`src/neuron_mem_pkg.sv`:
```
// neuron status memory package
// widths, depths and word types shared by the status memory blocks

package neuron_mem_pkg;

	// neuron and axon index widths
	localparam int NURN_CNT_WIDTH = 8;
	localparam int AXON_CNT_WIDTH = 8;

	// synapse address is the neuron index above the axon index
	localparam int SYN_ADDR_WIDTH = NURN_CNT_WIDTH + AXON_CNT_WIDTH;

	// weight banks, selected by the top bits of a synapse address
	localparam int BANK_SEL_WIDTH = 2;
	localparam int WEIGHT_BANKS = 1 << BANK_SEL_WIDTH;
	localparam int BANK_ADDR_WIDTH = SYN_ADDR_WIDTH - BANK_SEL_WIDTH;

	// learning queue holds 512 words
	localparam int FIFO_ADDR_WIDTH = 9;

	// fixed point word, 8 integer and 8 fraction bits
	localparam int DATA_INT_WIDTH = 8;
	localparam int DATA_FRAC_WIDTH = 8;
	localparam int STDP_WIN_WIDTH = 8;

	typedef logic [DATA_INT_WIDTH+DATA_FRAC_WIDTH-1:0] status_word_t;

	// spike history window
	typedef logic [STDP_WIN_WIDTH-1:0] stdp_hist_t;

	typedef logic [NURN_CNT_WIDTH-1:0] neuron_addr_t;
	typedef logic [SYN_ADDR_WIDTH-1:0] synapse_addr_t;
	typedef logic [BANK_SEL_WIDTH-1:0] bank_sel_t;
	typedef logic [BANK_ADDR_WIDTH-1:0] bank_addr_t;

endpackage

```
`src/status_ram.sv`:
```
// status memory
// one write port and one read port, read address registered on enable

`timescale 1ns/1ns

module status_ram
	import neuron_mem_pkg::*;
#(
	parameter type payload_t = status_word_t,
	parameter int ADDR_WIDTH = NURN_CNT_WIDTH
)
(
	input  logic                  clk_i,
	input  logic                  rd_en_i,
	input  logic [ADDR_WIDTH-1:0] rd_addr_i,
	input  logic                  wr_en_i,
	input  logic [ADDR_WIDTH-1:0] wr_addr_i,
	input  payload_t              wr_data_i,
	output payload_t              rd_data_o
);

	payload_t mem_q [0:(1 << ADDR_WIDTH)-1];
	logic [ADDR_WIDTH-1:0] rd_addr_q;

	// read address loads only on a read enable
	always_ff @(posedge clk_i)
	begin
		if (rd_en_i)
			rd_addr_q <= rd_addr_i;
		if (wr_en_i)
			mem_q[wr_addr_i] <= wr_data_i;
	end

	// word at the latched address tracks later writes to it
	assign rd_data_o = mem_q[rd_addr_q];

endmodule

```
`config.mk`:
```
export PLATFORM = sky130hd
export DESIGN_NAME = status_ram
export DESIGN_NICKNAME = d
export VERILOG_FILES = /design/src/neuron_mem_pkg.sv /design/src/status_ram.sv
export SDC_FILE = /design/constraint.sdc
export NUM_CORES = 2
export LEC_CHECK = 0
export ABC_AREA = 1
export BUFFER_PORTS_ARGS = -buffer_cell sky130_fd_sc_hd__buf_2
export CORE_UTILIZATION = 59
export DETAILED_ROUTE_END_ITERATION = 6
export MAX_ROUTING_LAYER = met4
export PLACE_DENSITY_LB_ADDON = 0.1
export RECOVER_POWER = 100
export SLEW_MARGIN = 20
export SYNTH_ARGS = -nofsm -noshare
export SYNTH_HDL_FRONTEND = slang
export SYNTH_SLANG_ARGS = --single-unit
```
`constraint.sdc`:
```
create_clock -name clk_i -period 7 [get_ports clk_i]
set_input_delay 1.4 -clock clk_i [delete_from_list [all_inputs] [get_ports clk_i]]
set_output_delay 1.4 -clock clk_i [all_outputs]
set_load 0.03 [all_outputs]
```
# [Word-level counts from Yosys, hierarchy flattened]
# Memory sizes are Yosys's and may differ from the RTL's. A register that Yosys moved wholly into a read port is not among the register bits.
# Index checks and enable logic that the tools add are counted.
[word_totals] mem_count=1 output_inout_bits=16 romBits=0 ramBits=4096 regBits=8 latchBits=0
[mem_list] memory="mem_q" depth=256 word_bits=16 read_ports=1 rd_clocked_by_memory_dff=1 wr=1 line="status_ram.sv:22" text="payload_t mem_q [0:(1 << ADDR_WIDTH)-1];"
[op_classes] n_shift=0 mul=0 n_div=0 add_sub_neg=0 reduce_logical=0 bitwise=0 mux=3 n_eq_ne=0 magnitude_cmp=0
[op_table] op="$mux 8" n=1
[op_table] op="$mux 1" n=2

# [Logic depth before layout (Yosys ltp)]
[depth] word_depth=2 ltp_mapped=15 mapped_depth_nobuf=11

# [Least setup slack after synthesis]
# No wires, ideal clock.
[synth_path] kind="in2reg" start="in wr_en_i" end="mem mem_q[162][0] (netlist name) (enable)" arrival_time_ns=2.852 setup_slack_ns=3.760 required_time_ns=6.612 path_stages=4 setup_time_ns=0.388 path_cell_list="clkbuf_1 -> nand3_1 -> clkbuf_1 -> nor2_1"
[synth_between] elab_chain_len=2
[synth_rtl] item="start, declared" line="status_ram.sv:16" text="input logic wr_en_i,"
[synth_rtl] item="$mux 1" line="status_ram.sv:30" text="if (wr_en_i)"
[synth_rtl] item="$mux 1 (implied by the code)" line="status_ram.sv:31" text="mem_q[wr_addr_i] <= wr_data_i;"
[synth_rtl] item="end, declared" line="status_ram.sv:22"
# No other way between the ends.

==> out/metrics.yaml <==
dpl_cell_area_mm2: 0.170
hold_viol: 0
r2r_cells: 1
hold_buffers: 0
synthXorXnorAreaFrac_pct: 0
core-area_mm2: 0.279
gp_congestion: 0.909
clkSinkCount: 4112
status: "finished with violations"
synth.avg_cell_area_um2: 12.2
synth_top_area_share_pct: 74.3
critical_path.startpoint_type: "register"
min_period_over_period_pct: 98.1
drt-total-wl_mm: 479
drt_iter0_markers: 16100
grt_overflow: 0
fin_area_mm2: 0.182
vias: 110000
syn-instance-count: 13600
rsz0062_at_grt: "false"
cap_violations: 72
synthMuxAreaShare_pct: 0.0543
vdd_drop_max_v: 0.000289
synthSimpleGateAreaFrac_pct: 22.4
cts_resized: 0
antenna_found_initial: 19
seq_area_frac_synth_pct: 74.4
hp-start: "rd_addr_q[6]$_DFFE_PP_"
r2r-start: "rd_addr_q[0]$_DFFE_PP_"
initial_utilization_pct: 59.3
ant_nets: 0
grt_use_total_pct: 34.5
grt_max_degree: 217
nNetsFinal: 13600
synth_compound_area_share_pct: 0
violations: "max-capacitance violations, max-slew violations"
cts_buffers: 413
root_buffer: "clkbuf_16"
multi_input_area_mm2: 0.0372
worst_slew_pin_slew_ps: 6400
cts_tree: "built"
ys_types: 15
synth_fa_ha_area_share_pct: 0
areaGrowthSynthToFinish_pct: 9.88
drive_gt1_share_pct: 5.67
netlist_top_cells_area: "edfxtp_1, nand3_1, nand2_1"
synth_top_family_by_area: "simple AND/OR/NAND/NOR gates"
synth_top_cell_by_area: "edfxtp_1"
clock_path_buffers: 4
seqCellArea_mm2: 0.123
ios: 51
clk_latency_ps: 960
fin_setup_tns_ps: 0
setup_violations: 0
critPathRequiredTime_ps: 5600
hold_depth: 1
fmax_mhz: 146
cts.htree.levels: 5
slew_headroom_pct: -327
synth_nets: 13700
hp-class: "register to register"
synth_warnings: 0
grt_pass1_vias: 103000
io_buffers: 50
grt_pass1_wl_mm: 699
vias_per_cell: 6.24
first_pass_iters: 6
wl_per_cell_um: 27.1
rows: 194
path_class: "register to output pin"
drc: 0
r2r_slack_ps: 5980
path_max_fanout: 179
arrival_ps: 5470
final_max_slew_viol_count: 3332
cts_setup_buffers: 0
p_leak_uw: 0.0629
power.total_uw: 54000
die_h_um: 532
syn-cell-area_mm2: 0.166
p_per_area_mw_per_mm2: 297
final.setup_skew_ps: 4.18
die-area_mm2: 0.283
fill_cells: 20600
period_needed_ps: 6870
die_w_um: 532
clk_pin_slew_worst_paths_ps: 60
hpwl_mm: 262
ys_ff_latch: 4112
cp-end-kind: "output pin"
[worst max-delay path by stage]
| stage | endpoint | slack [ps] | depth (start not counted) |
|---|---|---|---|
| floorplan | mem_q[162][0]$_DFFE_PP_ | 3760 | 4 |
| global placement | rd_data_o[1] | 1330 | 15 |
| detailed placement | rd_data_o[1] | 1320 | 15 |
| CTS | rd_data_o[1] | 280 | 15 |
| global route | rd_data_o[12] | 110 | 13 |
| finish | rd_data_o[1] | 130 | 13 |
[state kept, by name (all words and copies together), names as in the netlist, named ones only]
| name | count |
|---|---|
| mem_q | 4096 |
| rd_addr_q | 8 |
[cell type report]
class	count	share of cell area [%]
Multi-Input combinational cell	8537	20.4
Tap cell	3724	2.56
Sequential cell	4112	67.7
Antenna cell	23	0.0316
Timing Repair Buffer	493	1.93
Inverter	39	0.108
Clock inverter	236	1.22
Clock buffer	512	6.01
[synth_stat cells, drive strengths merged]
master	count
nand2	4211
mux2	8
nor2	283
buf	782
nand3	4035
inv	39
edfxtp	4104
clkbuf	156
dfxtp	8
[logic make-up (layout without fill, tap and decap cells)]
logic type	after synthesis	count (layout)
and+or+nand+nor	8529	8529
DFF	4112	4112
buffers and inverters	977	1280
muxes	8	8
other	0	23
[routing by layer]
metal,global-route usage (%),vias to the layer above,part of all wire (%)
met5,-,-,0
li1,-,48600,-
met2,51.3,6408,46
met3,4.89,1046,10
met1,47.6,54200,38
met4,16.3,0,5.4
[power by group]
| group | switching, µW | internal (µW) | total [µW] |
|---|---|---|---|
| clock | 9240 | 12400 | 21700 |
| combinational | 3890 | 1190 | 5090 |
| sequential | 76.6 | 27200 | 27300 |
| total | 13200 | 40800 | 54000 |
[stage by stage]
step                utilization, %  hold WS, ps  cells  worst slack (ps)
CTS                           65.7          481  17700               275
floorplan                        -          449  13600              3760
finish                        65.2          477  17700               131
global route                  65.2          502  17700               108
global placement              61.0          459  16900              1330
detailed placement            61.0          467  16900              1320
[placed cells by master (no fill, tap or decap), types with 2 or more instances in the layout]
master / count
buf_4: 99
mux2_2: 3
clkinvlp_4: 7
inv_8: 2
edfxtp_1: 4104
clkbuf_16: 424
clkinv_8: 4
inv_16: 5
mux2_1: 5
nor2_2: 3
buf_12: 75
nand2_2: 5
dfxtp_2: 2
dfxtp_4: 6
inv_2: 2
clkbuf_1: 363
inv_1: 32
inv_6: 4
clkinv_1: 113
clkinv_2: 62
diode_2: 23
nor2_1: 280
clkbuf_4: 3
buf_2: 25
clkbuf_2: 14
clkinv_16: 5
nand2_1: 4206
nand3_1: 4035
bufinv_16: 37
[critical path, cell delays in order, from the launching register on]
cell and delay (ps):
dfxtp_4 530, inv_16 720, buf_12 450, nand2_1 90
nand3_1 80, nand3_1 210, nand3_1 230, nand3_1 160
nand3_1 210, nand3_1 310, nand2_1 340, nand2_1 110
nand2_1 410, clkbuf_1 370
Power figures use the tool's default switching activity.
